[src/hw/fc_pkg.sv]
`default_nettype none

package fc_pkg;

    localparam int PE_NUM        = 8;   // also the tile size
    localparam int MAX_IN_NODES  = 32;
    localparam int MAX_OUT_NODES = 16;
    localparam int DATA_W        = 8;
    localparam int ACC_W         = 24;
    localparam int IBUF_AW       = 7;
    localparam int WBUF_AW       = 8;

    localparam int IN_CNT_W  = $clog2(MAX_IN_NODES + 1);
    localparam int OUT_CNT_W = $clog2(MAX_OUT_NODES + 1);
    localparam int OUT_IDX_W = $clog2(MAX_OUT_NODES);
    localparam int STEP_W    = $clog2(PE_NUM + MAX_OUT_NODES + 1);

    typedef logic signed [DATA_W-1:0] data_t;
    typedef data_t [PE_NUM-1:0]       wword_t;   // lane i feeds PE i
    typedef logic signed [ACC_W-1:0]  acc_t;
    typedef logic [IBUF_AW-1:0]       ibuf_addr_t;
    typedef logic [WBUF_AW-1:0]       wbuf_addr_t;
    typedef logic [IN_CNT_W-1:0]      in_cnt_t;
    typedef logic [OUT_CNT_W-1:0]     out_cnt_t;
    typedef logic [STEP_W-1:0]        step_t;

    // layer slot base addresses
    localparam ibuf_addr_t IBUF_BASE0 = ibuf_addr_t'(0);
    localparam ibuf_addr_t IBUF_BASE1 = ibuf_addr_t'(32);
    localparam ibuf_addr_t IBUF_BASE2 = ibuf_addr_t'(64);
    localparam wbuf_addr_t WBUF_BASE0 = wbuf_addr_t'(0);
    localparam wbuf_addr_t WBUF_BASE1 = wbuf_addr_t'(64);
    localparam wbuf_addr_t WBUF_BASE2 = wbuf_addr_t'(128);

    typedef enum logic [1:0] {
        IDLE,
        IF_LOAD,
        FC_OP
    } ctrl_state_e;

endpackage

`default_nettype wire

[src/hw/fc_accumulator.sv]
`timescale 1ns/1ns
`default_nettype none

module fc_accumulator (
    input  wire                 clk,
    input  wire                 rst_n,

    input  wire                 start_i,
    input  wire  fc_pkg::acc_t  psum_i,
    input  wire                 valid_i,
    input  wire                 last_i,
    input  wire                 final_i,

    output logic                result_valid_o,
    output fc_pkg::acc_t        result_data_o,
    output logic                result_last_o
);

    fc_pkg::acc_t     sums [fc_pkg::MAX_OUT_NODES];
    fc_pkg::out_cnt_t idx;     // one bit of headroom
    fc_pkg::acc_t     total;

    assign total = sums[idx[fc_pkg::OUT_IDX_W-1:0]] + psum_i;

    always_ff @(posedge clk) begin
        if (!rst_n) begin
            idx <= '0;
        end else if (start_i || (valid_i && last_i)) begin
            idx <= '0;
        end else if (valid_i) begin
            idx <= idx + 1'b1;
        end
    end

    // partial sums of earlier tiles
    always_ff @(posedge clk) begin
        if (start_i) begin
            for (int j = 0; j < fc_pkg::MAX_OUT_NODES; j++) begin
                sums[j] <= '0;
            end
        end else if (valid_i && !final_i) begin
            sums[idx[fc_pkg::OUT_IDX_W-1:0]] <= total;
        end
    end

    always_ff @(posedge clk) begin
        if (!rst_n) begin
            result_valid_o <= 1'b0;
            result_last_o  <= 1'b0;
        end else begin
            result_valid_o <= valid_i && final_i;
            result_last_o  <= valid_i && final_i && last_i;
        end
    end

    always_ff @(posedge clk) begin
        if (valid_i && final_i) begin
            result_data_o <= total[fc_pkg::ACC_W-1] ? '0 : total;   // relu
        end
    end

    a_idx_range: assert property (
        @(posedge clk) disable iff (!rst_n)
        valid_i |-> (idx <= fc_pkg::out_cnt_t'(fc_pkg::MAX_OUT_NODES - 1))
    ) else $error("output index beyond MAX_OUT_NODES");

endmodule

`default_nettype wire

[config.mk]
export PLATFORM = sky130hd
export DESIGN_NAME = fc_accumulator
export DESIGN_NICKNAME = d
export VERILOG_FILES = /design/src/hw/fc_pkg.sv /design/src/hw/fc_accumulator.sv
export SDC_FILE = /design/constraint.sdc
export NUM_CORES = 1
export LEC_CHECK = 0
export BUFFER_PORTS_ARGS = -buffer_cell sky130_fd_sc_hd__buf_2
export CAP_MARGIN = 5
export CORE_ASPECT_RATIO = 0.9
export CORE_MARGIN = 4
export CORE_UTILIZATION = 50
export CTS_CLUSTER_DIAMETER = 40
export DETAILED_ROUTE_END_ITERATION = 16
export PLACE_DENSITY_LB_ADDON = 0.08
export SLEW_MARGIN = 5
export SYNTH_ARGS = -nofsm -noshare
export SYNTH_HDL_FRONTEND = slang
export SYNTH_SLANG_ARGS = --single-unit
[constraint.sdc]
create_clock -name clk -period 5.1 [get_ports clk]
set_input_delay 0.255 -clock clk [delete_from_list [all_inputs] [get_ports clk]]
set_output_delay 0.255 -clock clk [all_outputs]
set_load 0.005 [all_outputs]
# After elaboration in Yosys (flattened, before gate mapping)
# Memory sizes are Yosys's and may differ from the RTL's. A register that Yosys moved wholly into a read port is not among the register bits.
# Cells that the tools add are included.
[totals] romBits=0 in_bits=30 elab_cells=27 n_memories=1 ff_bits=31 mem_bits_rw=384 latchBits=0
[classes] reduce_logical=8 bitwise_logic=1 mux=10 eq_ne=0 magnitude_cmp=0 shifts=0 add_sub_neg=2 multipliers=0 n_div=0
[mem_list] memory="sums" depth=16 width=24 rd=1 rd_clocked_by_memory_dff=1 wr=16 line_no="fc_accumulator.sv:19" rtl="fc_pkg::acc_t sums [fc_pkg::MAX_OUT_NODES];"
[ops] cell="24-bit adder" count=1
[ops] cell="24-bit two-way mux" count=1
[ops] cell="24-bit OR reduction" count=1
[ops] cell="4-bit two-way mux" count=3
[ops] cell="1-bit two-way mux" count=6
[ops] cell="5-bit by 1-bit adder with 5-bit output (second input constant)" count=1
[ops] cell="1-bit logical AND" count=4
[ops] cell="2-bit OR reduction" count=1
[ops] cell="1-bit logical NOT" count=1
[ops] cell="1-bit logical OR" count=1
[ops] cell="1-bit NOT" count=1

# Longest topological paths before layout
[logic_depth] word_depth=7 mapped_depth=15

# Least setup slack after synthesis
# No wires, ideal clock.
[synth_path] path_type="reg2reg" startpoint="register with a tool-made name" endpoint="memory sums[10][12] (netlist bit) (data pin)" path_slack_ns=0.463 t_arrival_ns=4.385 synth_period_minus_slack_ns=4.637 path_buffers=4 t_required_ns=4.848 stages_incl_launch_ff=15 cell_sequence="dfxtp_1 buf_2 clkbuf_1 buf_2 mux4_2 mux4_2 ha_1 fa_1 a21o_2 a221o_2 a221o_2 a21oi_2 xor2_2 buf_6 nor2_1"
[synth_rtl] item="to (decl)" line_no="fc_accumulator.sv:19"

==> out/results.ini <==
[worst_setup_path]
required_ns=5.48
path_buf_inv=3
worstSetupPathType=reg -> reg
cp-end-kind=flip-flop
cp_slowest_cell=dfxtp_4
critPathLaunchType=flip-flop
worstPathArrival_ns=5.09
slowest_delay_ns=0.61
path_delay_family=simple AND/OR/NAND/NOR gates
path_cells=buf_12, buf_12, mux4_2, mux4_2, ha_1, nand2_1, nor3_1, o2111ai_1, and3_1, buf_4, nor4_1
path_max_fanout=30

[cts]
clkLatencyLatePin_ns=0.60
clk_pin_slew_ns=0.06
cts_sinks=417
cts.path.max_buffers=3
cts_tree=yes
post-cts-setup-buffer-count=0
cts_root_buffer=clkbuf_16
htreeDepth=2
cts_buffers=55

[sta]
period_needed_ns=4.72
setup_viol=0
clock_skew_ns=0.0272
final.setup.tns_ns=0
max_slew.worst_pin.slew_ns=1.11
maxSlewViolCount=0
hold_viol=0
max_freq_mhz=212
period_share=0.925
rsz0062_at_grt=false
slew_headroom=0.257

[power]
leakagePower_nw=7.87
peakVddDrop_mv=0.308
total_power_mw=9.10
p_per_area_nw_per_um2=411

[yosys]
synthSimpleGateAreaFrac=0.116
netlist_area_um2=19200
synthTopCellsByCount=edfxtp_1, nor2_1, mux4_2
post_synth_num_cell_types=64
synthTopCellsByArea=edfxtp_1, mux4_2, nor2_1
ys_async_sr_fraction=0
yosys_register_bits=417
synth_mux_area_frac=0.142
ys_warn_count=0
synth-compound-area-share=0.0356
yosys.area.top_type=edfxtp_1
synthXorXnorAreaFrac=0.00862
synthesis.nets=1372
avgSynthCellArea_um2=14.6
synthCells=1314
synth.most_common_cell=edfxtp_1
synth_top_family_by_area=multiplexers
ys.flop_type=edfxtp_1
synthAdderAreaFrac=0.0187
ys_seq_area_frac=0.648
synth-edff-count=407
yosys.area.top_type_share=0.638

[cells_and_area]
num-nets-final=1455
utilization=0.590
antennaDiodeCount=0
area_delta_synth_final_pct=15.7
drive_gt1_frac=0.265

[route]
vias=12200
first_pass_iters=5
drc=0
via_per_inst=6.33
drt-total-wl_um=56800
post_drt_wl_per_cell_um=29.5
antenna_left=0
dr.first_iter.drc_count=1602

[floorplanning]
core_um2=37600
die_y_um=194
start_util=0.510
boundaryPins=56
die_x_um=214
rows=67
die-area_um2=41500

[worst_hold_path]
hp-start=final_i
hp-class=in -> reg

[status]
status=complete, no violations

[grt]
grt_pass1_wl_um=82300
grt_pass1_vias=12000
antenna_found_initial=0
grt_max_degree=42
grt_usage=0.273
grt.overflow.total=0

[job]
maxCapViolations=0

[placement]
dp_hpwl_um=33200
io_buffers=54
routabilityCongestion=0.862

-- through the flow --
step           hold slack, ns  std cells  instance area [um2]  worst slack (ns)
3_5_place_dp            0.544       1819                20100             0.254
2_1_floorplan           0.365       1314                19200             0.463
3_3_place_gp            0.536       1819                20100             0.246
5_1_grt                 0.140       1926                22200             0.141
6_report                0.111       1926                22200             0.384
4_1_cts                0.0892       1926                22200             0.235
-- flip-flops by register name, summed over array words and instances, names as in the netlist, named ones only --
register	count
result_data_o	23
sums	384
idx	4
result_last_o	1
result_valid_o	1
-- metal layers --
| layer | track usage | routed length (um) |
|---|---|---|
| met1 | 0.408 | 24000 |
| met2 | 0.406 | 25400 |
| met3 | 0.0718 | 6240 |
| met4 | 0.0631 | 1180 |
| met5 | 0 | 0 |
-- tightest hold or removal path, stage by stage --
cell and delay, ns:
buf_2 0.10, and3_1 0.16, and2_1 0.13
-- placed cells by master, fill, tap and decap left out, types with 5 or more instances in the layout --
cell,netlist,final
buf_12,0,6
and2_1,7,7
o211ai_1,5,5
mux4_2,119,119
nand2b_1,20,20
bufinv_16,0,12
nor3_1,75,75
a21o_1,7,7
nand2_1,31,26
xor2_1,6,6
inv_1,7,7
nand3_1,12,12
clkinv_1,2,9
dfxtp_1,10,6
edfxtp_1,407,407
clkinvlp_4,0,10
nor2_2,14,14
buf_4,3,68
nor2_1,323,323
clkbuf_16,0,57
a21oi_1,45,44
o21ai_0,14,14
clkinv_2,0,9
and3_1,7,7
xnor2_1,6,6
ha_1,27,27
nand2_2,0,5
buf_2,22,54
-- cell families (layout without fill, tap and decap cells) --
group	count (synthesis)	after routing
compound gates	104	104
fa+ha+maj	28	28
xor+xnor	15	15
simple gates	511	511
buf+inv	115	244
flops	417	417
other cells	1	1
mux	123	123
-- final cells by class --
class / count / area [um2]
timing repair buffer: 132 / 941
fill: 2904 / 15400
inverter: 9 / 33.8
clock inverter: 42 / 542
tap: 483 / 604
clock buffer: 61 / 1440
sequential: 417 / 12400
multi-input combinational: 782 / 6180
-- timing repair --
action,in CTS,in global routing
endpoints found under the hold margin,4,0
hold buffers,4,0
resized for setup,0,1
endpoints found under the setup margin,0,1
-- power by group --
| group | leakage (nW) | switching, mW | internal [mW] | total, mW |
|---|---|---|---|---|
| clock network | 0.942 | 1.50 | 2.64 | 4.14 |
| registers | 4.26 | 0.0392 | 3.90 | 3.94 |
| logic | 2.66 | 0.698 | 0.322 | 1.02 |
-- final timing paths --
check / end / slack, ns / cells past startpoint
worst min register to register: flip-flop / 0.59 / 2
worst min-delay path: result_last_o / 0.11 / 3
worst max-delay path: result_data_o[22] / 0.38 / 11
worst max register to register: result_data_o[22] / 0.38 / 11
(Power assumes the default switching activity.)
