File: src/hw/fc_pkg.sv
`default_nettype none

package fc_pkg;

    localparam int PE_NUM        = 8;   // also the tile size
    localparam int MAX_IN_NODES  = 32;
    localparam int MAX_OUT_NODES = 16;
    localparam int DATA_W        = 8;
    localparam int ACC_W         = 24;
    localparam int IBUF_AW       = 7;
    localparam int WBUF_AW       = 8;

    localparam int IN_CNT_W  = $clog2(MAX_IN_NODES + 1);
    localparam int OUT_CNT_W = $clog2(MAX_OUT_NODES + 1);
    localparam int OUT_IDX_W = $clog2(MAX_OUT_NODES);
    localparam int STEP_W    = $clog2(PE_NUM + MAX_OUT_NODES + 1);

    typedef logic signed [DATA_W-1:0] data_t;
    typedef data_t [PE_NUM-1:0]       wword_t;   // lane i feeds PE i
    typedef logic signed [ACC_W-1:0]  acc_t;
    typedef logic [IBUF_AW-1:0]       ibuf_addr_t;
    typedef logic [WBUF_AW-1:0]       wbuf_addr_t;
    typedef logic [IN_CNT_W-1:0]      in_cnt_t;
    typedef logic [OUT_CNT_W-1:0]     out_cnt_t;
    typedef logic [STEP_W-1:0]        step_t;

    // layer slot base addresses
    localparam ibuf_addr_t IBUF_BASE0 = ibuf_addr_t'(0);
    localparam ibuf_addr_t IBUF_BASE1 = ibuf_addr_t'(32);
    localparam ibuf_addr_t IBUF_BASE2 = ibuf_addr_t'(64);
    localparam wbuf_addr_t WBUF_BASE0 = wbuf_addr_t'(0);
    localparam wbuf_addr_t WBUF_BASE1 = wbuf_addr_t'(64);
    localparam wbuf_addr_t WBUF_BASE2 = wbuf_addr_t'(128);

    typedef enum logic [1:0] {
        IDLE,
        IF_LOAD,
        FC_OP
    } ctrl_state_e;

endpackage

`default_nettype wire

File: src/hw/fc_pe_array.sv
`timescale 1ns/1ns
`default_nettype none

module fc_pe_array (
    input  wire                   clk,
    input  wire                   rst_n,

    input  wire                   load_i,
    input  wire                   clear_i,
    input  wire  fc_pkg::data_t   ifmap_i,

    input  wire  fc_pkg::wword_t  weight_i,
    input  wire                   wzero_i,

    output fc_pkg::acc_t          psum_o
);

    fc_pkg::data_t  in_reg [fc_pkg::PE_NUM];
    fc_pkg::acc_t   psum   [fc_pkg::PE_NUM];
    fc_pkg::wword_t w_in;

    assign w_in = wzero_i ? '0 : weight_i;   // drain without new terms

    // input chain, shifted upward from PE 0
    always_ff @(posedge clk) begin
        if (!rst_n) begin
            in_reg <= '{default: '0};
        end else if (clear_i) begin
            in_reg <= '{default: '0};
        end else if (load_i) begin
            in_reg[0] <= ifmap_i;
            for (int i = 1; i < fc_pkg::PE_NUM; i++) begin
                in_reg[i] <= in_reg[i-1];
            end
        end
    end

    for (genvar i = 0; i < fc_pkg::PE_NUM; i++) begin : g_stage
        fc_pkg::data_t                   w_lane;
        logic signed [2*fc_pkg::DATA_W-1:0] prod;

        if (i == 0) begin : g_nodly
            assign w_lane = w_in[0];
        end else begin : g_dly
            fc_pkg::data_t dly [i];   // lane i waits i cycles

            always_ff @(posedge clk) begin
                dly[0] <= w_in[i];
                for (int d = 1; d < i; d++) begin
                    dly[d] <= dly[d-1];
                end
            end

            assign w_lane = dly[i-1];
        end

        assign prod = in_reg[i] * w_lane;

        if (i == 0) begin : g_first
            always_ff @(posedge clk) begin
                psum[0] <= prod;
            end
        end else begin : g_mac
            always_ff @(posedge clk) begin
                psum[i] <= psum[i-1] + prod;
            end
        end
    end

    assign psum_o = psum[fc_pkg::PE_NUM-1];

endmodule

`default_nettype wire

File: config.mk
export PLATFORM = sky130hd
export DESIGN_NAME = fc_pe_array
export DESIGN_NICKNAME = d
export VERILOG_FILES = /design/src/hw/fc_pkg.sv /design/src/hw/fc_pe_array.sv
export SDC_FILE = /design/constraint.sdc
export NUM_CORES = 2
export LEC_CHECK = 0
export BUFFER_PORTS_ARGS = -buffer_cell sky130_fd_sc_hd__buf_2
export CAP_MARGIN = 10
export CORE_AREA = 2 2 216 431
export CTS_BUF_LIST = sky130_fd_sc_hd__clkbuf_4 sky130_fd_sc_hd__clkbuf_8
export DETAILED_ROUTE_END_ITERATION = 12
export DIE_AREA = 0 0 218 433
export GPL_TIMING_DRIVEN = 0
export PLACE_DENSITY_LB_ADDON = 0.12
export SETUP_SLACK_MARGIN = 0.2
export SYNTH_ARGS = -nofsm -noshare
export SYNTH_HDL_FRONTEND = slang
export SYNTH_SLANG_ARGS = --single-unit
File: constraint.sdc
create_clock -name clk -period 14.5 [get_ports clk]
set_input_delay 2.175 -clock clk [delete_from_list [all_inputs] [get_ports clk]]
set_output_delay 2.175 -clock clk [all_outputs]
set_load 0.01 [all_outputs]
; ---- Word-level counts from Yosys, hierarchy flattened
; Memory sizes are Yosys's and may differ from the RTL's.
; Cells that the tools add are included.
[totals]
reg_bits = 64
ramBits = 416
out_inout_bits = 24
elab_cells = 34
mem_count = 8
[classes]
n_addsub = 7
n_mul = 8
n_mux = 1
bitwise = 1
n_reduce_logical = 1
[memory_table]
columns = name, words, width, rd, rd_ports_with_merged_regs, write_ports, line
row1 = psum, 8, 24, 8, 0, 8, fc_pe_array.sv:19  ; fc_pkg::acc_t psum [fc_pkg::PE_NUM];
row2 = g_stage[7].g_dly.dly, 7, 8, 7, 0, 7, fc_pe_array.sv:45  ; fc_pkg::data_t dly [i];
row3 = g_stage[6].g_dly.dly, 6, 8, 6, 0, 6, fc_pe_array.sv:45
row4 = g_stage[5].g_dly.dly, 5, 8, 5, 0, 5, fc_pe_array.sv:45
row5 = g_stage[4].g_dly.dly, 4, 8, 4, 0, 4, fc_pe_array.sv:45
row6 = g_stage[3].g_dly.dly, 3, 8, 3, 0, 3, fc_pe_array.sv:45
row7 = +2 memories, -, -, -, -, -, -
[ops]
columns = operator, n
row1 = adder 24 x 16 -> 24 bit, 7
row2 = multiplier 8 x 8 -> 16 bit, 8
row3 = 2-to-1 mux 64 bit, 1
row4 = OR reduction 2 bit, 1
row5 = NOT 1 bit, 1

; ---- Depth between registers and ports, before layout
[depth]
ltp_word = 2
ltp_mapped = 20
mapped_depth_nobuf = 18

; ---- Least setup slack after synthesis
; OpenSTA, ideal clock, no wires.
[synth_path]
path_kind = input to register
start = input wzero_i
end = memory psum[0][14] (netlist bit)
setup_ns = 0.106
t_arrival_ns = 6.415
required_time_ns = 14.394
slack_ns = 7.979
stages = 18
cell_sequence = clkbuf_1 clkbuf_1 nor2b_1 and2_1 fa_1 inv_1 fa_1 fa_1 fa_1 inv_1 ha_1 nor2b_1 o21ai_0 a21oi_1 o21ai_0 a21oi_1 o21a_1 o311ai_0
[synth_rtl]
columns = item, line
row1 = "start, declared", fc_pe_array.sv:13  ; input wire wzero_i,
row2 = "end, declared", fc_pe_array.sv:19

==> Flow_metrics.wiki <==
{| class="wikitable"
! Metric !! Value
|-
| Async S/R FF share, synth || 0%
|-
| Worst Min Path Start || g_stage[6].g_dly.dly[0][7]
|-
| Clock Skew || 43.0 ps
|-
| Largest net degree at the start of global routing || 18
|-
| Final setup margin || 7350 ps
|-
| First-pass iteration count of the detailed router || 7
|-
| Worst slack after detailed placement || 6540 ps
|-
| Warning count from the yosys run || 0
|-
| Series of cell instances along the critical path || clkbuf_1 > clkbuf_1 > nor2b_1 > and2_1 > fa_1 > inv_1 > fa_1 > fa_1 > fa_1 > inv_1 > ha_1 > nor2b_1 > o21ai_0 > a21oi_1 > o21ai_0 > a21oi_1 > o21a_1 > o311ai_0
|-
| Violation count after the first detailed-routing iteration || 838
|-
| Number of distinct library cells after synthesis || 67
|-
| Number of cells after detailed placement || 5,168
|-
| Syn nets || 5,112
|-
| Final number of max-transition violations || 0
|-
| Wire length of the first global-routing pass || 142,000 um
|-
| Fmax || 140 MHz
|-
| Number of top-level pins || 101
|-
| Number of failing setup endpoints in the final timing report || 0
|-
| Vias per std cell || 4.85
|-
| Placeable Area || 91,100 um2
|-
| VDD IR-drop max || 0.135 mV
|-
| CTS tree || built
|-
| Total grt overflow || 0
|-
| Leakage power total || 23.1 nW
|-
| Most used cell, CP || sky130_fd_sc_hd__fa_1
|-
| Critical R2R Launch || in_reg[23]
|-
| Vias in the first global route || 28,300
|-
| Buf/Inv on CP || 4
|-
| Fill cell instance count of the final layout || 8,575
|-
| CP required || 15,100 ps
|-
| Kind of critical path || in -> reg
|-
| Count of port buffers added during placement || 98
|-
| Worst hold slack || 295 ps
|-
| Number of H-tree branching levels || 3
|-
| Floorplan row count || 157
|-
| Number of nets in the layout || 5,289
|-
| Number of antenna violations at the first check in global routing || 2
|-
| Placer Congestion || 0.820
|-
| HPWL after DPL || 69,000 um
|-
| Starting utilization of the core area || 45.6%
|-
| Minimum period implied by the final worst setup slack || 7150 ps
|-
| Clock Pin Slew Worst Setup and Hold Paths || 70 ps
|-
| Die span in x || 218 um
|-
| Setup crit start kind || primary input
|-
| Critical path peak fanout || 10
|-
| Vertical die dimension || 433 um
|-
| Largest stage delay, worst path || 740 ps
|-
| # Post-CTS Setup Buffers || 0
|-
| Max clock buf depth || 3
|-
| Hold-fix buffer count after cts || 0
|-
| Number of vias in the routed layout || 25,700
|-
| Worst slew margin relative to its limit || 21.8%
|-
| Aggregate global-route resource usage || 18.8%
|-
| TritonCTS Buffers || 75
|-
| Sequential cell area fraction in the yosys report || 22.7%
|-
| Flop and latch count out of synthesis || 472
|-
| Cell family with the largest share of critical-path delay || adder cells
|-
| Unrepaired setup endpoints after global routing || false
|-
| Share of layout cells above drive strength 1 || 6.79%
|-
| Run status || finished, final reports clean
|-
| Number of standard cells in the layout, taps in and fillers out || 5,306
|-
| Synth Instances || 3,878
|-
| Max-capacitance violation count || 0
|-
| Clock sinks || 472
|-
| Number of DRC violations after detailed routing || 0
|-
| Utilization after layout || 49.8%
|-
| Main flop type after synthesis || sky130_fd_sc_hd__dfxtp_1
|-
| Number of antenna-violating nets in the routed design || 0
|-
| Worst min path class || reg -> reg
|-
| Commonest non-fill, non-tap cells in the layout || sky130_fd_sc_hd__fa_1, sky130_fd_sc_hd__inv_1, sky130_fd_sc_hd__dfxtp_1
|-
| Setup Total Neg Slack || 0 ps
|-
| Clk Latency, worst-skew pair || 750 ps
|-
| First element of the critical path || wzero_i
|-
| Most common cell after layout, fill and taps aside || sky130_fd_sc_hd__fa_1
|-
| Arrival @ worst endpoint || 7750 ps
|-
| Number of flip-flops in the largest register || 224
|-
| Slew of the pin with the lowest slew margin || 1170 ps
|-
| CTS resizes || 0
|-
| Count of flip-flops with a built-in enable after synthesis || 0
|-
| Area added between synthesis and finish || 9.13%
|-
| Aggregate routed wire length || 83,000 um
|-
| Slowest stage cell, crit path || sky130_fd_sc_hd__clkbuf_1
|-
| Mean area per synthesized cell || 10.7 um2
|-
| Kind of end point of the critical path || flop
|-
| Ratio of final minimum period to clock period || 49.3%
|-
| Total Die Area || 94,400 um2
|-
| Netlist Area Pre-Place || 41,600 um2
|-
| WL/cell || 15.6 um
|-
| Clock tree root driver cell || sky130_fd_sc_hd__clkbuf_8
|-
| Final count of hold timing violations || 0
|-
| Power density over the cells || 120 nW/um2
|}
[cell usage after synthesis (13+ instances only)]
cell type | n | area, um2
sky130_fd_sc_hd__ha_1 | 398 | 4980
sky130_fd_sc_hd__nand2_1 | 229 | 860
sky130_fd_sc_hd__nor2b_1 | 75 | 469
sky130_fd_sc_hd__fa_1 | 759 | 15200
sky130_fd_sc_hd__and2_1 | 272 | 1700
sky130_fd_sc_hd__a21oi_1 | 93 | 465
sky130_fd_sc_hd__inv_1 | 707 | 2650
sky130_fd_sc_hd__a211oi_1 | 16 | 120
sky130_fd_sc_hd__o21ai_0 | 41 | 205
sky130_fd_sc_hd__dfxtp_1 | 472 | 9450
sky130_fd_sc_hd__xnor2_1 | 115 | 1010
sky130_fd_sc_hd__buf_4 | 24 | 180
sky130_fd_sc_hd__clkbuf_1 | 66 | 248
sky130_fd_sc_hd__o31ai_1 | 13 | 97.6
sky130_fd_sc_hd__nor3_1 | 28 | 140
sky130_fd_sc_hd__xor2_1 | 41 | 359
sky130_fd_sc_hd__nor2_1 | 166 | 623
sky130_fd_sc_hd__mux2i_1 | 66 | 661
sky130_fd_sc_hd__a21o_1 | 37 | 278
sky130_fd_sc_hd__a31oi_1 | 17 | 106
sky130_fd_sc_hd__o21a_1 | 20 | 150
sky130_fd_sc_hd__nand2b_1 | 18 | 113
sky130_fd_sc_hd__o21bai_1 | 31 | 233
sky130_fd_sc_hd__nand3_1 | 29 | 145
sky130_fd_sc_hd__and3_1 | 14 | 87.6
[power by group]
part / switching, mW / internal [mW] / total (mW) / leakage [nW]
Combinational: 1.31 / 1.09 / 2.41 / 18.2
Clock: 0.588 / 0.745 / 1.33 / 0.903
Sequential: 0.155 / 1.54 / 1.69 / 3.92
Total: 2.06 / 3.38 / 5.43 / 23.1
[final timing paths]
kind                                      to  slack (ps)  cells past startpoint
setup / recovery                 psum[0][14]        7350                     18
hold / removal    g_stage[6].g_dly.dly[1][7]         290                      0
setup reg to reg                 psum[1][47]        7820                     17
hold reg to reg   g_stage[6].g_dly.dly[1][7]         290                      0
[metrics by stage]
| step | area (um2) | total power [mW] |
|---|---|---|
| 4_1_cts | 45300 | 5.56 |
| 3_3_place_gp | 43500 | 4.12 |
| 2_1_floorplan | 41600 | 3.54 |
| 6_report | 45300 | 5.43 |
| 5_1_grt | 45300 | 5.93 |
| 3_5_place_dp | 43500 | 4.16 |
[worst register-to-register path: cells and delay by family, from the launching register on]
family	cells	cell delay, ps
AND/OR/NAND/NOR	2	1060
adder cells (fa/ha/maj)	6	2830
XOR/XNOR	1	280
AO/OA/AOI/OAI	5	1540
flip-flops	1	300
buffers and inverters	3	580
[logic make-up after synthesis]
logic type / share of synthesized area, %
adder cells (fa/ha/maj): 48.5
flip-flops: 22.7
buffers and inverters: 7.61
AND/OR/NAND/NOR: 10.8
multiplexers: 1.59
AO/OA/AOI/OAI: 5.40
XOR/XNOR: 3.29
[metal layers]
| layer | vias to the layer above | wire (um) | global-route usage (%) |
|---|---|---|---|
| li1 | 12300 | - | - |
| met1 | 12900 | 35500 | 23.3 |
| met2 | 337 | 43200 | 34.1 |
| met3 | 103 | 2410 | 2.12 |
| met4 | 0 | 1870 | 5.60 |
| met5 | - | 0 | 0 |
[layout make-up]
class | instances | area [um2] | area share, %
inverters | 714 | 2680 | 5.91
clock buffers | 102 | 1350 | 2.99
repair buffers | 100 | 533 | 1.18
clock inverters | 31 | 407 | 0.897
well taps | 1192 | 1490 | 3.29
multi-input cells | 2588 | 28900 | 63.8
diodes | 3 | 7.51 | 0.0166
flip-flops and latches | 472 | 9450 | 20.8
plain buffers | 104 | 484 | 1.07
Power figures use the tool's default switching activity.
