`src/hw/fc_sram_buffer.sv`:
```
`timescale 1ns/1ns
`default_nettype none

module fc_sram_buffer #(
    parameter type word_t = logic [7:0],
    parameter int  AW     = 7
) (
    input  wire          clk,
    input  wire          rst_n,

    input  wire          wr_en_i,
    input  wire [AW-1:0] wr_addr_i,
    input  wire word_t   wr_data_i,

    input  wire          rd_en_i,
    input  wire [AW-1:0] rd_addr_i,
    output word_t        rd_data_o
);

    word_t mem [2**AW];

    always_ff @(posedge clk) begin
        if (wr_en_i) begin
            mem[wr_addr_i] <= wr_data_i;
        end
    end

    // registered read, data holds between reads
    always_ff @(posedge clk) begin
        if (rd_en_i) begin
            rd_data_o <= mem[rd_addr_i];
        end
    end

    // host writes only while idle, the controller reads only while busy
    a_no_rw_collision: assert property (
        @(posedge clk) disable iff (!rst_n)
        (wr_en_i && rd_en_i) |-> (wr_addr_i != rd_addr_i)
    ) else $error("read and write to the same buffer address");

endmodule

`default_nettype wire

```
`config.mk`:
```
export PLATFORM = sky130hd
export DESIGN_NAME = fc_sram_buffer
export DESIGN_NICKNAME = d
export VERILOG_FILES = /design/src/hw/fc_sram_buffer.sv
export SDC_FILE = /design/constraint.sdc
export NUM_CORES = 1
export LEC_CHECK = 0
export ABC_CLOCK_PERIOD_IN_PS = 3300
export BUFFER_PORTS_ARGS = -buffer_cell sky130_fd_sc_hd__buf_4
export CORE_AREA = 2 2 268 270
export DETAILED_ROUTE_END_ITERATION = 8
export DIE_AREA = 0 0 270 272
export HOLD_SLACK_MARGIN = 0.05
export PLACE_DENSITY = 0.75
export SYNTH_ARGS = -nofsm -noshare
export SYNTH_HDL_FRONTEND = slang
export SYNTH_SLANG_ARGS = --single-unit
```
`constraint.sdc`:
```
create_clock -name clk -period 3.3 [get_ports clk]
set_clock_uncertainty 0.2 [all_clocks]
set_input_delay 0.66 -clock clk [delete_from_list [all_inputs] [get_ports clk]]
set_output_delay 0.66 -clock clk [all_outputs]
set_load 0.02 [all_outputs]
```
[Yosys cells after proc, flatten, opt, wreduce, memory -nomap -nowiden]
Memory sizes are Yosys's and may differ from the RTL's. A register that Yosys moved wholly into a read port is not among the register bits.
Cells that the tools add are included.
Operators by class
  add/subtract/negate cells: 0
  multipliers: 0
  div/mod/pow operators: 0
  $lt $le $gt $ge: 0
  equality and inequality tests: 0
  shift operators: 0
  mux-type cells: 2
  bitwise logic cells: 0
  reductions and logical operators: 0
Operators with widths (number)
  $mux 1: 2
Storage, ports and cells
  register bits: 0
  bits in latches: 0
  bits in writable memories: 1024
  ROM bits: 0
  output and inout bits: 8
  word-level logic and storage cells: 3
  memories kept: 1
Memory list
  mem: words 128, width 8, rd ports 1, clocked after Yosys merged registers in 1, wr ports 1, line 20  | word_t mem [2**AW];

[Logic depth before layout (Yosys ltp)]
Gate-level depths: netlist of the first run.
  depth after elaboration: 2
  mapped depth: 7
  mapped depth without buffers: 4

[Worst setup path before layout of the first run]
OpenSTA, ideal clock, no wires.
  path type: in2reg
  start: input port rd_addr_i[0]
  end: register rd_data_o[0] in the netlist's numbering, read port of mem, data pin
  library setup time: 0.260 ns
  arrival: 3.044 ns
  data required time: 2.840 ns
  setup slack: -0.203 ns
  cell stages on the path: 6
  path buffers: 2
  cell sequence: clkbuf_1 -> buf_1 -> mux4_2 -> mux4_2 -> mux4_2 -> mux2_2
RTL lines
  from (decl): line 16  | input wire [AW-1:0] rd_addr_i,
  to (decl): line 17  | output word_t rd_data_o

==> metrics.md, run 1 <==
| Metric | Value |
|---|---|
| Status | `finished, final reports clean` |
| Largest area contributor in the netlist | `edfxtp_1` |
| HP Class | `input pin to register` |
| WP data required | `3500 ps` |
| Worst path cell trace | `buf_8 > buf_12 > buf_4 > mux4_2 > mux4_2 > mux4_2 > mux2_2` |
| Initial antenna violation count | `12` |
| PortBufs | `32` |
| DRT antenna net count | `0` |
| Peak Freq | `between 300 and 400 MHz` |
| Core footprint | `~0.071 mm^2` |
| First-pass GRT wire length | `~130000 um` |
| Sequential element share of the synthesized area | `78.0%` |
| Avg Cell Area, Syn | `24.3 um^2` |
| Post-DP HPWL | `54000 um` |
| Yosys warnings | `0` |
| WP data arrival | `3120 ps` |
| TritonCTS clock tree | `done` |
| Post-Layout Inst Area | `0.0461 mm^2` |
| Logic pwr share | `5.2%` |
| CP max FO | `11` |
| Setup WS post-layout | `~380 ps` |
| Placed Cells incl. Taps | `roughly 2.7k` |
| Leakage dissipation | `14.6 nW` |
| Top post-synthesis cells by area | `edfxtp_1 (78%), mux4_2 (19%), nor2_1 (1.2%)` |
| Total Wirelength | `slightly below 90000 um` |
| Max Cap Viol | `0` |
| Cts bufs inserted | `between 90 and 100` |
| Crit Path Category | `input pin to register` |
| Layout Cells excl Fill | `between 2k and 3k` |
| Reg area | `between 0.03 and 0.04 mm^2` |
| Setup violators final | `0` |
| Unrepaired setup endpoints after global routing | `no` |
| Synth Cell Area | `~0.040 mm^2` |
| Worst-Skew Late Latency | `around 660 ps` |
| Clk pwr share | `a little over two fifths` |
| Final Hold Violating Endpoints | `0` |
| Synthesized instance count | `1635` |
| Hold Slack | `slightly below 90 ps` |
| Initial Util | `between 50% and 60%` |
| Synth cell types | `16` |
| Post-layout net count | `between 1.5k and 2k` |
| PwrDens | `about 590 mW/mm^2` |
| Gpl congestion | `approximately 0.83` |
| Filler cell count | `~4.4k` |
| Post-CTS sizing | `0` |
| Die Ht | `~270 um` |
| Syn nets | `1661` |
| #FFs+latches synth | `between 1k and 1.5k` |
| Max clock buf depth | `3` |
| CP dominant cell by count | `mux4_2` |
| Max Slew Vio Count | `0` |
| P&R area growth vs syn | `16.0%` |
| Drt first pass iters | `5` |
| Vias | `~18k` |
| Area of the multi-input gates | `roughly 0.0084 mm^2` |
| Via-to-Cell Ratio | `between 6 and 7` |
| Post-layout util | `between 60% and 70%` |
| I/O pins | `34` |
| Remaining DRCs | `0` |
| Overflow after GRT | `0` |
| Max_slew headroom | `between 40% and 50%` |
| Slowest CP cell | `mux4_2` |
| GRT Total Usage | `around a quarter` |
| Fin crit period | `just under 3000 ps` |
| Rows | `a little under 100` |
| Max stage delay on crit path | `~600 ps` |
| VDD IR-drop max | `between 0.0003 and 0.0004 V` |
| Clk slew on worst S/H paths | `60 ps` |
| Root cell of the clock tree | `clkbuf_16` |
| # H-tree levels | `3` |
| Post-CTS setup buffers | `0` |
| Sequential Power Share | `between 50% and 60%` |
| Largest net degree at the start of global routing | `96` |
| Place WS | `-276 ps` |
| Switching Fraction | `around a fifth` |
| Fraction of layout cells with a size suffix above 1 | `between 30% and 40%` |
| Yosys top cell area share | `just under 80%` |
| Worst Tran Pin Value | `between 800 and 900 ps` |
| Routed wire per std cell | `roughly 30 um` |
| Startpoint Class | `input pin` |
| Internal power | `0.0219 W` |
| Net Switching | `~0.0055 W` |
| Clk sinks | `between 1k and 1.5k` |
| Vias in the first global route | `18.9k` |
| Tcrit/Tclk final | `approximately 90%` |
| Iter 0 DRT Violations | `around 2.3k` |
| Die width | `270 um` |
| Crit. End Element | `register` |
| Placed cell area | `around 0.043 mm^2` |
| Hold bufs inserted after CTS | `0` |
| Die area | `around 0.073 mm^2` |
-- final cells by class --
type	count	share of cell area, %
diodes	2	0.0109
clock buffers	116	5.61
clock inverters	63	1.49
multi-input cells	514	18.1
flip-flops and latches	1032	67.2
well taps	950	2.58
repair buffers	235	4.95
-- power groups by stage --
| stage | registers (W) | clock network, W | logic (W) |
|---|---|---|---|
| 6_report | 0.0145 | 0.0114 | 0.00143 |
| 5_1_grt | 0.0145 | 0.0120 | 0.00150 |
| 4_1_cts | 0.0145 | 0.0115 | 0.00144 |
| 3_5_place_dp | 0.0148 | 0 | 0.00143 |
| 3_3_place_gp | 0.0148 | 0 | 0.00138 |
| 2_1_floorplan | 0.0148 | 0 | 0.000754 |
-- synthesized netlist by cell type, drive strengths merged --
cell type	n
mux2	8
edfxtp	1032
nand2	14
nor2	122
nor2b	7
or3	1
nand3	12
nor3	9
buf	45
mux4	336
nand2b	2
nand4	3
clkbuf	44
-- per-layer routing --
metal | routed length (um) | vias up | global-route usage, %
li1 | - | 7542 | -
met1 | 34200 | 9846 | 34.8
met2 | 42300 | 860 | 38.2
met3 | 7990 | 143 | 5.50
met4 | 1950 | 14 | 6.67
met5 | 86 | - | 0
-- placed cells by master, fill, tap and decap left out --
cell	instances
nor2_1	122
mux2_2	8
nand2b_1	2
bufinv_16	15
clkbuf_16	101
buf_4	193
nor2b_1	7
inv_6	3
mux4_2	336
diode_2	2
clkinvlp_4	1
nand3_1	12
nand2_1	14
clkinv_4	2
clkinv_1	20
buf_12	40
or3_1	1
clkbuf_1	15
nand4_1	3
buf_8	2
edfxtp_1	1032
nor3_1	9
clkinv_2	22
-- logic make-up (layout without fill, tap and decap cells) --
| kind of cell | count (synthesis) | after routing | synth area share [%] |
|---|---|---|---|
| buffers and inverters | 89 | 414 | 1.01 |
| and+or+nand+nor | 170 | 170 | 1.75 |
| other | 0 | 2 | 0 |
| muxes | 344 | 344 | 19.3 |
| DFF | 1032 | 1032 | 78.0 |
-- sequential cells by signal, indices dropped and copies added, names as in the netlist --
signal     flops
rd_data_o      8
mem         1024
-- through the flow --
stage	power (W)	setup TNS, ps
floorplan	0.0155	0
global placement	0.0162	-1930
detailed placement	0.0162	-2050
CTS	0.0275	0
global route	0.0280	0
finish	0.0274	0
-- final timing paths --
| path | start | end | slack, ps | cells after the start |
|---|---|---|---|---|
| setup / recovery | rd_addr_i[0] | rd_data_o[7]$_DFFE_PP_ | 380 | 7 |
| hold / removal | rd_en_i | rd_data_o[0]$_DFFE_PP_ | 90 | 1 |
| setup reg to reg | mem[94][3]$_DFFE_PP_ | rd_data_o[3]$_DFFE_PP_ | 580 | 4 |
| hold reg to reg | mem[85][4]$_DFFE_PP_ | rd_data_o[4]$_DFFE_PP_ | 1040 | 4 |
-- worst max-delay path, delay by kind of cell --
kind                   cells  cell delay [ps]
muxes                      4             1880
buffers and inverters      3              540
Note: power is estimated with default switching activity, not from simulation.
==> run 2: changes to the inputs <==
--- a/config.mk
+++ b/config.mk
@@ -7,11 +7,12 @@
 export LEC_CHECK = 0
 export ABC_CLOCK_PERIOD_IN_PS = 3300
 export BUFFER_PORTS_ARGS = -buffer_cell sky130_fd_sc_hd__buf_4
-export CORE_AREA = 2 2 268 270
+export CORE_AREA = 2 2 263 265
+export CTS_BUF_LIST = sky130_fd_sc_hd__clkbuf_4 sky130_fd_sc_hd__clkbuf_8
 export DETAILED_ROUTE_END_ITERATION = 8
-export DIE_AREA = 0 0 270 272
+export DIE_AREA = 0 0 265 267
 export HOLD_SLACK_MARGIN = 0.05
-export PLACE_DENSITY = 0.75
+export PLACE_DENSITY = 0.78
 export SYNTH_ARGS = -nofsm -noshare
 export SYNTH_HDL_FRONTEND = slang
 export SYNTH_SLANG_ARGS = --single-unit
==> metrics.md, run 2 (synthesized netlist as in run 1, its figures left out) <==
| Metric | Value |
|---|---|
| Most common cell after layout, fill and taps aside | `edfxtp_1` |
| Max clock buf depth | `3` |
| CP max FO | `11` |
| Crit Path Category | `input pin to register` |
| Root cell of the clock tree | `clkbuf_8` |
| Biggest register | `mem` |
| Initial Util | `58.5%` |
| Biggest regs | `mem x1024, rd_data_o x8` |
| Cts bufs inserted | `around 160` |
| Unrepaired setup endpoints after global routing | `no` |
| Rows | `96` |
| Die width | `~270 um` |
| Place WS | `-352 ps` |
| Remaining DRCs | `0` |
| Startpoint Class | `input pin` |
| TritonCTS clock tree | `done` |
| Worst Tran Pin Value | `between 800 and 900 ps` |
| P&R area growth vs syn | `15.2%` |
| Max_slew headroom | `~46%` |
| Worst path cell trace | `buf_8 > buf_12 > buf_12 > mux4_2 > mux4_2 > mux4_2 > mux2_2` |
| Peak Freq | `between 300 and 400 MHz` |
| PwrDens | `565 mW/mm^2` |
| Power, Total | `0.0259 W` |
| WP data arrival | `3220 ps` |
| Routed wire per std cell | `approximately 29 um` |
| Setup WS post-layout | `around 410 ps` |
| Vias in the first global route | `about 19k` |
| Largest net degree at the start of global routing | `129` |
| Most frequent cells in the layout | `edfxtp_1 (1032), mux4_2 (336), buf_4 (214)` |
| Via-to-Cell Ratio | `6.34` |
| Die Ht | `about 270 um` |
| Slowest CP cell | `mux4_2` |
| Max Slew Vio Count | `0` |
| GRT Total Usage | `25.0%` |
| Setup violators final | `0` |
| Post-CTS sizing | `0` |
| Vias | `18.8k` |
| Drt first pass iters | `5` |
| Worst-Skew Late Latency | `between 800 and 900 ps` |
| Fraction of layout cells with a size suffix above 1 | `roughly two fifths` |
| Iter 0 DRT Violations | `2482` |
| Tcrit/Tclk final | `between 80% and 90%` |
| Clk sinks | `a little over 1k` |
| PortBufs | `32` |
| Initial antenna violation count | `6` |
| Status | `finished, final reports clean` |
| Die area | `0.0708 mm^2` |
| VDD IR-drop max | `slightly above 0.0005 V` |
| First-pass GRT wire length | `126000 um` |
| Hold bufs inserted after CTS | `2` |
| CP dominant cell by count | `mux4_2` |
| Largest register FFs | `slightly above 1k` |
| HP Class | `input pin to register` |
| Critical path buffer and inverter count | `3` |
| Post-DP HPWL | `54200 um` |
| Total Wirelength | `between 80000 and 90000 um` |
| Fin crit period | `~2900 ps` |
| Max Cap Viol | `0` |
| Final Hold Violating Endpoints | `0` |
| I/O pins | `34` |
| Gpl congestion | `roughly 0.85` |
| Filler cell count | `about 3.9k` |
| Leakage dissipation | `between 10 and 15 nW` |
| # H-tree levels | `4` |
| Post-layout net count | `between 1.5k and 2k` |
| Overflow after GRT | `0` |
| DRT antenna net count | `0` |
| WP data required | `about 3600 ps` |
| Core footprint | `roughly 0.068 mm^2` |
| CP delay by family, top | `multiplexers` |
| Post-CTS setup buffers | `0` |
| Crit. End Element | `register` |
| Max stage delay on crit path | `between 500 and 600 ps` |
| Clk slew on worst S/H paths | `roughly 60 ps` |
run 2: cell count changes in the layout (fill, tap and decap cells not counted), moves of 15 or more:
cell,delta
clkbuf_16,-101
clkinv_1,+23
buf_4,+21
clkbuf_4,+51
clkbuf_8,+159
clkbuf_1,-15
run 2: area by class of cell:
class | count | area, um^2 | share of cell area [%]
flip-flops and latches | 1032 | 31000 | 67.7
multi-input cells | 514 | 8350 | 18.2
clock buffers | 210 | 2570 | 5.61
repair buffers | 256 | 2420 | 5.28
well taps | 882 | 1100 | 2.41
clock inverters | 64 | 368 | 0.803
diodes | 1 | 2.50 | 0.00546
run 2: per-stage QoR:
| stage | hold slack (ps) | cell area, um^2 | utilization, % | TNS, ps | cells |
|---|---|---|---|---|---|
| floorplan | 559 | 39900 | - | 0 | 1635 |
| global placement | 776 | 42800 | 63.0 | -2520 | 2682 |
| detailed placement | 782 | 42800 | 63.0 | -2670 | 2682 |
| CTS | 119 | 45800 | 67.4 | 0 | 2958 |
| global route | 149 | 45800 | 67.4 | 0 | 2958 |
| finish | 162 | 45800 | 67.4 | 0 | 2959 |
run 2: routing by layer:
| metal | global-route usage, % | vias up | part of all wire, % | routed length, um |
|---|---|---|---|---|
| met2 | 40.0 | 1055 | 50 | 42800 |
| met1 | 34.6 | 9834 | 37 | 32100 |
| met5 | 0 | - | 0.077 | 66 |
| met4 | 8.43 | 10 | 2.7 | 2330 |
| met3 | 5.93 | 157 | 9.9 | 8510 |
| li1 | - | 7699 | - | - |
run 2: final timing paths:
check / from / endpoint / slack [ps] / cells past startpoint
hold / removal: wr_data_i[7] / mem[122][7]$_DFFE_PP_ / 160 / 1
setup / recovery: rd_addr_i[0] / rd_data_o[1]$_DFFE_PP_ / 410 / 7
setup reg to reg: mem[95][2]$_DFFE_PP_ / rd_data_o[2]$_DFFE_PP_ / 490 / 4
hold reg to reg: mem[44][5]$_DFFE_PP_ / rd_data_o[5]$_DFFE_PP_ / 1020 / 4
run 2: where the power goes:
| part | total [W] | internal, W | switching, W |
|---|---|---|---|
| Clock | 0.00993 | 0.00522 | 0.00472 |
| Combinational | 0.00144 | 0.000644 | 0.000795 |
| Sequential | 0.0145 | 0.0145 | 0.0000179 |
| Total | 0.0259 | 0.0204 | 0.00553 |
