$ cat src/hw/fc_pkg.sv
`default_nettype none

package fc_pkg;

    localparam int PE_NUM        = 8;   // also the tile size
    localparam int MAX_IN_NODES  = 32;
    localparam int MAX_OUT_NODES = 16;
    localparam int DATA_W        = 8;
    localparam int ACC_W         = 24;
    localparam int IBUF_AW       = 7;
    localparam int WBUF_AW       = 8;

    localparam int IN_CNT_W  = $clog2(MAX_IN_NODES + 1);
    localparam int OUT_CNT_W = $clog2(MAX_OUT_NODES + 1);
    localparam int OUT_IDX_W = $clog2(MAX_OUT_NODES);
    localparam int STEP_W    = $clog2(PE_NUM + MAX_OUT_NODES + 1);

    typedef logic signed [DATA_W-1:0] data_t;
    typedef data_t [PE_NUM-1:0]       wword_t;   // lane i feeds PE i
    typedef logic signed [ACC_W-1:0]  acc_t;
    typedef logic [IBUF_AW-1:0]       ibuf_addr_t;
    typedef logic [WBUF_AW-1:0]       wbuf_addr_t;
    typedef logic [IN_CNT_W-1:0]      in_cnt_t;
    typedef logic [OUT_CNT_W-1:0]     out_cnt_t;
    typedef logic [STEP_W-1:0]        step_t;

    // layer slot base addresses
    localparam ibuf_addr_t IBUF_BASE0 = ibuf_addr_t'(0);
    localparam ibuf_addr_t IBUF_BASE1 = ibuf_addr_t'(32);
    localparam ibuf_addr_t IBUF_BASE2 = ibuf_addr_t'(64);
    localparam wbuf_addr_t WBUF_BASE0 = wbuf_addr_t'(0);
    localparam wbuf_addr_t WBUF_BASE1 = wbuf_addr_t'(64);
    localparam wbuf_addr_t WBUF_BASE2 = wbuf_addr_t'(128);

    typedef enum logic [1:0] {
        IDLE,
        IF_LOAD,
        FC_OP
    } ctrl_state_e;

endpackage

`default_nettype wire

$ cat src/hw/fc_controller.sv
`timescale 1ns/1ns
`default_nettype none

module fc_controller (
    input  wire                      clk,
    input  wire                      rst_n,

    input  wire                      start_i,
    input  wire  [1:0]               layer_sel_i,
    input  wire  fc_pkg::in_cnt_t    in_nodes_i,   // 1..32
    input  wire  fc_pkg::out_cnt_t   out_nodes_i,  // 1..16
    output logic                     busy_o,

    output logic                     ifmap_rden_o,
    output fc_pkg::ibuf_addr_t       ifmap_rdptr_o,

    output logic                     wbuf_rden_o,
    output fc_pkg::wbuf_addr_t       wbuf_rdptr_o,
    output logic                     wzero_o,

    output logic                     pe_load_o,
    output logic                     pe_clear_o,

    output logic                     acc_valid_o,
    output logic                     acc_last_o,
    output logic                     acc_final_o
);

    fc_pkg::ctrl_state_e state;
    fc_pkg::step_t       cnt;
    fc_pkg::in_cnt_t     remain;     // inputs left, current tile included
    fc_pkg::out_cnt_t    out_n;
    fc_pkg::ibuf_addr_t  itile;      // first ifmap address of the tile
    fc_pkg::wbuf_addr_t  wtile;      // first weight word of the tile

    fc_pkg::in_cnt_t     tile_len;
    fc_pkg::step_t       op_end;
    logic                last_tile;
    logic                weight_rd;
    logic                out_window;

    logic                pe_load_q;
    logic                wzero_q;
    logic                acc_valid_q;
    logic                acc_last_q;
    logic                acc_final_q;

    always_comb begin
        if (remain > fc_pkg::in_cnt_t'(fc_pkg::PE_NUM)) begin
            tile_len  = fc_pkg::in_cnt_t'(fc_pkg::PE_NUM);
            last_tile = 1'b0;
        end else begin
            tile_len  = remain;
            last_tile = 1'b1;
        end
        op_end = fc_pkg::step_t'(fc_pkg::PE_NUM) + fc_pkg::step_t'(out_n);
    end

    assign weight_rd  = (state == fc_pkg::FC_OP) && (cnt < op_end);
    // chain output for word j is on psum PE_NUM+1 cycles after its read
    assign out_window = weight_rd && (cnt >= fc_pkg::step_t'(fc_pkg::PE_NUM));

    always_ff @(posedge clk) begin
        if (!rst_n) begin
            state  <= fc_pkg::IDLE;
            cnt    <= '0;
            remain <= '0;
            out_n  <= '0;
            itile  <= '0;
            wtile  <= '0;
        end else begin
            case (state)
                fc_pkg::IDLE: begin
                    if (start_i) begin
                        state  <= fc_pkg::IF_LOAD;
                        cnt    <= '0;
                        remain <= in_nodes_i;
                        out_n  <= out_nodes_i;
                        case (layer_sel_i)
                            2'd1: begin
                                itile <= fc_pkg::IBUF_BASE1;
                                wtile <= fc_pkg::WBUF_BASE1;
                            end
                            2'd2: begin
                                itile <= fc_pkg::IBUF_BASE2;
                                wtile <= fc_pkg::WBUF_BASE2;
                            end
                            default: begin  // 3 falls back to slot 0
                                itile <= fc_pkg::IBUF_BASE0;
                                wtile <= fc_pkg::WBUF_BASE0;
                            end
                        endcase
                    end
                end
                fc_pkg::IF_LOAD: begin
                    if (cnt == fc_pkg::step_t'(tile_len - 1'b1)) begin
                        state <= fc_pkg::FC_OP;
                        cnt   <= '0;
                    end else begin
                        cnt <= cnt + 1'b1;
                    end
                end
                fc_pkg::FC_OP: begin
                    if (acc_last_q) begin
                        cnt <= '0;
                        if (last_tile) begin
                            state <= fc_pkg::IDLE;
                        end else begin
                            state  <= fc_pkg::IF_LOAD;
                            remain <= remain - fc_pkg::in_cnt_t'(fc_pkg::PE_NUM);
                            itile  <= itile + fc_pkg::ibuf_addr_t'(fc_pkg::PE_NUM);
                            wtile  <= wtile + fc_pkg::wbuf_addr_t'(fc_pkg::MAX_OUT_NODES);
                        end
                    end else begin
                        cnt <= cnt + 1'b1;
                    end
                end
                default: state <= fc_pkg::IDLE;
            endcase
        end
    end

    always_ff @(posedge clk) begin
        if (!rst_n) begin
            pe_load_q   <= 1'b0;
            wzero_q     <= 1'b0;
            acc_valid_q <= 1'b0;
            acc_last_q  <= 1'b0;
            acc_final_q <= 1'b0;
        end else begin
            pe_load_q   <= (state == fc_pkg::IF_LOAD);   // ifmap data arrives next cycle
            wzero_q     <= weight_rd && (cnt >= fc_pkg::step_t'(out_n));
            acc_valid_q <= out_window;
            acc_last_q  <= weight_rd && (cnt == op_end - 1'b1);
            acc_final_q <= out_window && last_tile;
        end
    end

    assign busy_o        = (state != fc_pkg::IDLE);
    assign ifmap_rden_o  = (state == fc_pkg::IF_LOAD);
    // read the tile backwards so input 0 ends up in PE 0
    assign ifmap_rdptr_o = itile + fc_pkg::ibuf_addr_t'(tile_len - 1'b1 - cnt);
    assign pe_clear_o    = (state == fc_pkg::IF_LOAD) && (cnt == '0);
    assign wbuf_rden_o   = weight_rd;
    assign wbuf_rdptr_o  = wtile + fc_pkg::wbuf_addr_t'(cnt);
    assign wzero_o       = wzero_q;
    assign pe_load_o     = pe_load_q;
    assign acc_valid_o   = acc_valid_q;
    assign acc_last_o    = acc_last_q;
    assign acc_final_o   = acc_final_q;

    a_last_has_valid: assert property (
        @(posedge clk) disable iff (!rst_n)
        acc_last_o |-> acc_valid_o
    ) else $error("acc_last without acc_valid");

    a_state_legal: assert property (
        @(posedge clk) disable iff (!rst_n)
        state inside {fc_pkg::IDLE, fc_pkg::IF_LOAD, fc_pkg::FC_OP}
    ) else $error("controller state out of range");

endmodule

`default_nettype wire

$ cat config.mk
export PLATFORM = sky130hd
export DESIGN_NAME = fc_controller
export DESIGN_NICKNAME = d
export VERILOG_FILES = /design/src/hw/fc_pkg.sv /design/src/hw/fc_controller.sv
export SDC_FILE = /design/constraint.sdc
export NUM_CORES = 1
export LEC_CHECK = 0
export ABC_CLOCK_PERIOD_IN_PS = 5200
export BUFFER_PORTS_ARGS = -buffer_cell sky130_fd_sc_hd__buf_2
export CAP_MARGIN = 20
export CORE_MARGIN = 1.5
export CORE_UTILIZATION = 30
export CTS_BUF_LIST = sky130_fd_sc_hd__clkbuf_4 sky130_fd_sc_hd__clkbuf_8 sky130_fd_sc_hd__clkbuf_16
export DETAILED_ROUTE_END_ITERATION = 16
export HOLD_SLACK_MARGIN = 0.12
export RECOVER_POWER = 100
export SYNTH_ARGS = -nofsm -noshare
export SYNTH_HDL_FRONTEND = slang
export SYNTH_SLANG_ARGS = --single-unit
$ cat constraint.sdc
create_clock -name clk -period 5.2 [get_ports clk]
set_clock_uncertainty 0.05 [all_clocks]
set_input_delay 0.52 -clock clk [delete_from_list [all_inputs] [get_ports clk]]
set_output_delay 0.52 -clock clk [all_outputs]
set_load 0.01 [all_outputs]
# [Word-level counts from Yosys, hierarchy flattened]
# Cells that the tools add are included.
[totals] inputBits=16 regBits=38 word_cells=76 output_inout_bits=24
[classes] n_reduce_logical=15 n_mux=25 eq_ne=10 magnitude_cmp=4 add_sub_neg=11
[ops] cell="$pmux 8 s2" n=2
[ops] cell="$pmux 7 s2" n=2
[ops] cell="$mux 6" n=4
[ops] cell="$mux 8" n=3
[ops] cell="$mux 7" n=3
[ops] cell="$mux 5" n=3
[ops] cell="$pmux 5 s3" n=1
[ops] cell="$pmux 6 s2" n=1
[ops] cell="$eq 5x5->1" n=2
[ops] cell="$sub 5x1->5 const B" n=2
[ops] cell="$add 8x5->8" n=1
[ops] cell="$add 8x5->8 const B" n=1
[ops] cell="$add 7x4->7 const B" n=1
[ops] cell="$add 7x7->7" n=1
[ops] cell="$sub 6x1->7 const B" n=1
[ops] cell="$sub 7x5->7" n=1
[ops] cell="$gt 6x4->1 const B" n=1
[ops] cell="$logic_and 1x1->1" n=6
[ops] cell="$mux 2" n=3
[ops] cell="$ne 2x2->1 const B" n=3
[ops] cell="$pmux 2 s3" n=1
[ops] cell="$sub 6x4->6 const B" n=1
[ops] cell="$add 4x5->5 const A" n=1
[ops] cell="$add 5x1->5 const B" n=1
[ops] cell="14 further kinds" n=19

# [Longest topological paths before layout]
[logic_depth] depth_word=6 mapped_depth=10 depth_no_buf=10

# [Worst setup path before layout]
# OpenSTA, ideal clock, no wires.
[synth_timing] path_kind="flip-flop to output port" startpoint="register remain[5]" endpoint="output ifmap_rdptr_o[5]" path_stages_with_launch=10 required_time_ns=4.630 setup_slack_ns=2.465 path_buffers=0 t_arrival_ns=2.165 cell_sequence="dfxtp_1 -> nor3_1 -> nand2_1 -> inv_1 -> ha_1 -> ha_1 -> fa_1 -> a21o_1 -> a21oi_1 -> xnor2_1"
[synth_between] elab_chain_cells=5
[synth_lines] item="from (decl)" line_no="fc_controller.sv:31" text="fc_pkg::in_cnt_t remain;"
[synth_lines] item="from (signal assigned)" line_no="fc_controller.sv:77" text="remain <= in_nodes_i;"
[synth_lines] item="from (signal assigned)" line_no="fc_controller.sv:110" text="remain <= remain - fc_pkg::in_cnt_t'(fc_pkg::PE_NUM);"
[synth_lines] item="$gt 6x4->1" line_no="fc_controller.sv:49" text="if (remain > fc_pkg::in_cnt_t'(fc_pkg::PE_NUM)) begin"
[synth_lines] item="$mux 6 (*)" line_no="fc_controller.sv:49"
[synth_lines] item="$sub 6x1->7 (*)" line_no="fc_controller.sv:142" text="assign ifmap_rdptr_o = itile + fc_pkg::ibuf_addr_t'(tile_len - 1'b1 - cnt);"
[synth_lines] item="$sub 7x5->7 (*)" line_no="fc_controller.sv:142"
[synth_lines] item="$add 7x7->7 (*)" line_no="fc_controller.sv:142"
[synth_lines] item="to (decl)" line_no="fc_controller.sv:15" text="output fc_pkg::ibuf_addr_t ifmap_rdptr_o,"
# Every way passes the cells marked *; elsewhere a longest branch is shown, timed or not.

# [Worst setup path in the final report]
# Same ends and word-level chain as after synthesis.

==> summary.md <==
| Metric | Value |
|---|---|
| Outcome | complete, no violations |
| Hold Fails Final Rpt | 0 |
| CTS tree | done |
| Yosys warning total | 0 |
| Synth area leader | dfxtp_1 |
| GR peak layer | met2 |
| Netlist cell types | 51 |
| Adder-Cell Fraction of Synth Area | 0.1802 |
| TritonRoute pass-1 iters | 4 |
| Fmax | 0.3050 GHz |
| CP max stage delay | 0.40 ns |
| Critical path type | reg -> out |
| Worst hold stages | 3 |
| Aggregate global-route resource usage | 0.1421 |
| Worst-Margin Slew | 0.7071 ns |
| GPL Wtd Cong | 0.8373 |
| Ports | 40 |
| Layout cells sized above 1 | 0.1015 |
| Mapped Area | 2347 µm² |
| Place WS | 2.226 ns |
| Post-synth ARST share | 0 |
| Syn_nets | 342 |
| Arr. time, crit path | 2.71 ns |
| Worst-case clock buffer depth | 2 |
| Routed len/inst | 12.95 µm |
| Vias in the first global route | 2006 |
| Period Utilization, post-route | 0.6305 |
| Reg2Reg Depth | 7 |
| Worst skew pair latency | 0.29 ns |
| Final Cell Area | 2669 µm² |
| Leak Pwr | 1.104 nW |
| Starting Density | 0.3069 |
| Crit path top cell by count | ha_1 |
| Mean Syn Cell Area | 7.984 µm² |
| Cells resized by post-CTS repair | 0 |
| CTS Root Buffer Type | clkbuf_8 |
| Post-CTS setup buffer count | 0 |
| First-pass GRT wire length | 9439 µm |
| Hold Crit Class | in -> reg |
| Compound-Gate Fraction of Synth Area | 0.1860 |
| Final Max Slew Viols | 0 |
| Global route total overflow | 0 |
| DP Cell Count | 419 |
| Residual DRC | 0 |
| Mapped Cells | 294 |
| Number of H-tree levels | 2 |
| Met1 usage | 0.1811 |
| Minimum clock period | 3.279 ns |
| DP HPWL | 4218 µm |
| Post-CTS Hold Fix Bufs | 0 |
| CP max-delay cell | fa_1 |
| MaxCap Viol Count | 0 |
| Global Route met3 Usage | 0.03183 |
| Initial DRC Count | 94 |
| Setup_tns | 0 ns |
| Total power | 0.0009263 W |
| CTS sink count | 31 |
| Initial antenna violation count | 0 |
| Syn-to-layout area delta | 13.70% |
| Slew margin rel. | 0.5281 |
| Core area | 7647 µm² |
| Grt met2 use | 0.2307 |
| Num CTS Buffers | 5 |
| Crit Path Max Fanout | 6 |
| Final WL | 5528 µm |
| Die width | 91.46 µm |
| CP bufs+invs | 2 |
| Total number of vias | 2061 |
| Vias per inst | 4.827 |
| Nets | 372 |
| Sequential-to-total area share from yosys stat | 0.2644 |
| Register bit count reported by yosys | 31 |
| CP endpoint kind | primary output |
| Setup Viol. Count Final | 0 |
| Yosys top cell area share | 0.2644 |
| Clk slew on worst S/H paths | 0.07 ns |
| Largest net degree at the start of global routing | 22 |
| VDD IR-drop max | 0.0001527 V |
| Final Non-Filler Cells | 427 |
| Diode count | 0 |
| Largest family of logic cells by synthesized area | simple AND/OR/NAND/NOR gates |
| PnR worst setup slack | 1.922 ns |
| Worst endpoint required time | 4.63 ns |
| RSZ-0062 raised after global routing | false |
| Final ANT Viol Nets | 0 |
| Multiplexer share of the synthesized area | 0.01386 |
| Critical-path cell list | nor3_1, nand2_1, inv_1, ha_1, ha_1, fa_1, a21o_1, a21oi_1, xnor2_1, clkbuf_1 |
| Synth Flop Type | dfxtp_1 |
| Pwr Density | 347.1 nW/µm² |
| Die Y | 91.46 µm |
| # port buffers | 39 |
| CP Depth | 10 |
| Synth Area in Simple Gates | 0.1999 |
| FP Rows | 32 |
| Dpl cell area | 2592 µm² |
| Top cells by area, synth | dfxtp_1 26%, ha_1 15%, a21oi_1 5.8% |
| CP startpoint kind | register |
| Largest delay share family, worst path | adder cells |
| Die area | 8364 µm² |
| Post-synth EDFFs | 0 |
| Synth Area in XOR/XNOR | 0.07463 |
## flip-flops by register name (all words and copies together), names as in the netlist
register     cells
itile            4
acc_last_o       1
pe_load_o        1
state            2
wtile            4
wzero_o          1
out_n            5
acc_valid_o      1
acc_final_o      1
cnt              5
remain           6
## cell families (layout without fill, tap and decap cells)
kind of cell,after synthesis,in the layout
buffers and inverters,44,75
adders and majority gates,32,32
and+or+nand+nor,94,94
xor gates and xnor gates,20,20
muxes,3,3
DFF,31,31
other,2,2
AOI/OAI and AO/OA,68,68
## final cells by class
type,count,area [µm²]
flip-flops and latches,31,620.6
multi-input cells,219,1533
well taps,102,127.6
repair buffers,39,165.2
clock inverters,2,35.03
fillers,834,4979
inverters,28,105.1
clock buffers,6,82.58
## report_power, final
part	total [W]	internal, W	switching (W)
clock network	0.000255	0.000155	0.0000996
registers	0.000295	0.000262	0.0000332
logic	0.000377	0.000155	0.000222
total	0.000926	0.000571	0.000355
## cells in the mapped netlist, drive strengths merged (2+ instances only)
master	count
a211oi	2
a21o	3
a21oi	28
a22o	2
buf	10
clkbuf	6
conb	2
dfxtp	31
fa	3
ha	29
inv	28
mux2	2
nand2	32
nand2b	2
nand3	16
nand3b	2
nor2	21
nor2b	2
nor3	5
nor3b	5
o21ai	20
o31ai	3
or3	2
or4	2
xnor2	14
xor2	6
## final timing paths
kind	slack, ns	startpoint	end
max	1.92	remain[5]$_SDFFE_PN0P_	ifmap_rdptr_o[5]
min	0.43	out_nodes_i[2]	out_n[2]$_SDFFE_PN0P_
max reg2reg	2.29	state[0]$_SDFFE_PN0P_	remain[3]$_SDFFE_PN0P_
min reg2reg	0.43	out_n[1]$_SDFFE_PN0P_	out_n[1]$_SDFFE_PN0P_
## stage by stage
stage          hold slack [ns]  utilization
6_report                0.4298       0.3490
5_1_grt                 0.4182       0.3490
4_1_cts                 0.4268       0.3544
3_5_place_dp            0.4205       0.3390
3_3_place_gp            0.4123       0.3390
2_1_floorplan           0.3994            -
## layer usage
layer,up-vias,part of all wire
met4,0,0.018
li1,1055,-
met2,55,0.46
met1,942,0.46
met3,9,0.057
met5,-,0
## tightest hold or removal path, stage by stage
cell and delay [ns]:
buf_2 0.09, nand3_1 0.06, a21oi_1 0.05
## cells in the final DEF, fill, tap and decap left out, types with 2 or more instances in the layout
cell / n
dfxtp_1: 31
nand3_1: 16
o21ai_2: 3
ha_1: 29
nor3_1: 5
a21o_1: 3
clkbuf_8: 6
o21ai_0: 14
nand2_1: 32
mux2_2: 2
xor2_1: 6
inv_1: 28
a22o_1: 2
conb_1: 2
nand2b_1: 2
o31ai_1: 2
fa_1: 3
o21ai_1: 3
a211oi_1: 2
nor2b_1: 2
nor3b_1: 5
nand3b_1: 2
clkbuf_1: 24
xnor2_1: 14
nor2_1: 21
buf_2: 15
or3_1: 2
a21oi_1: 28
Note: power is estimated with default switching activity, not from simulation.
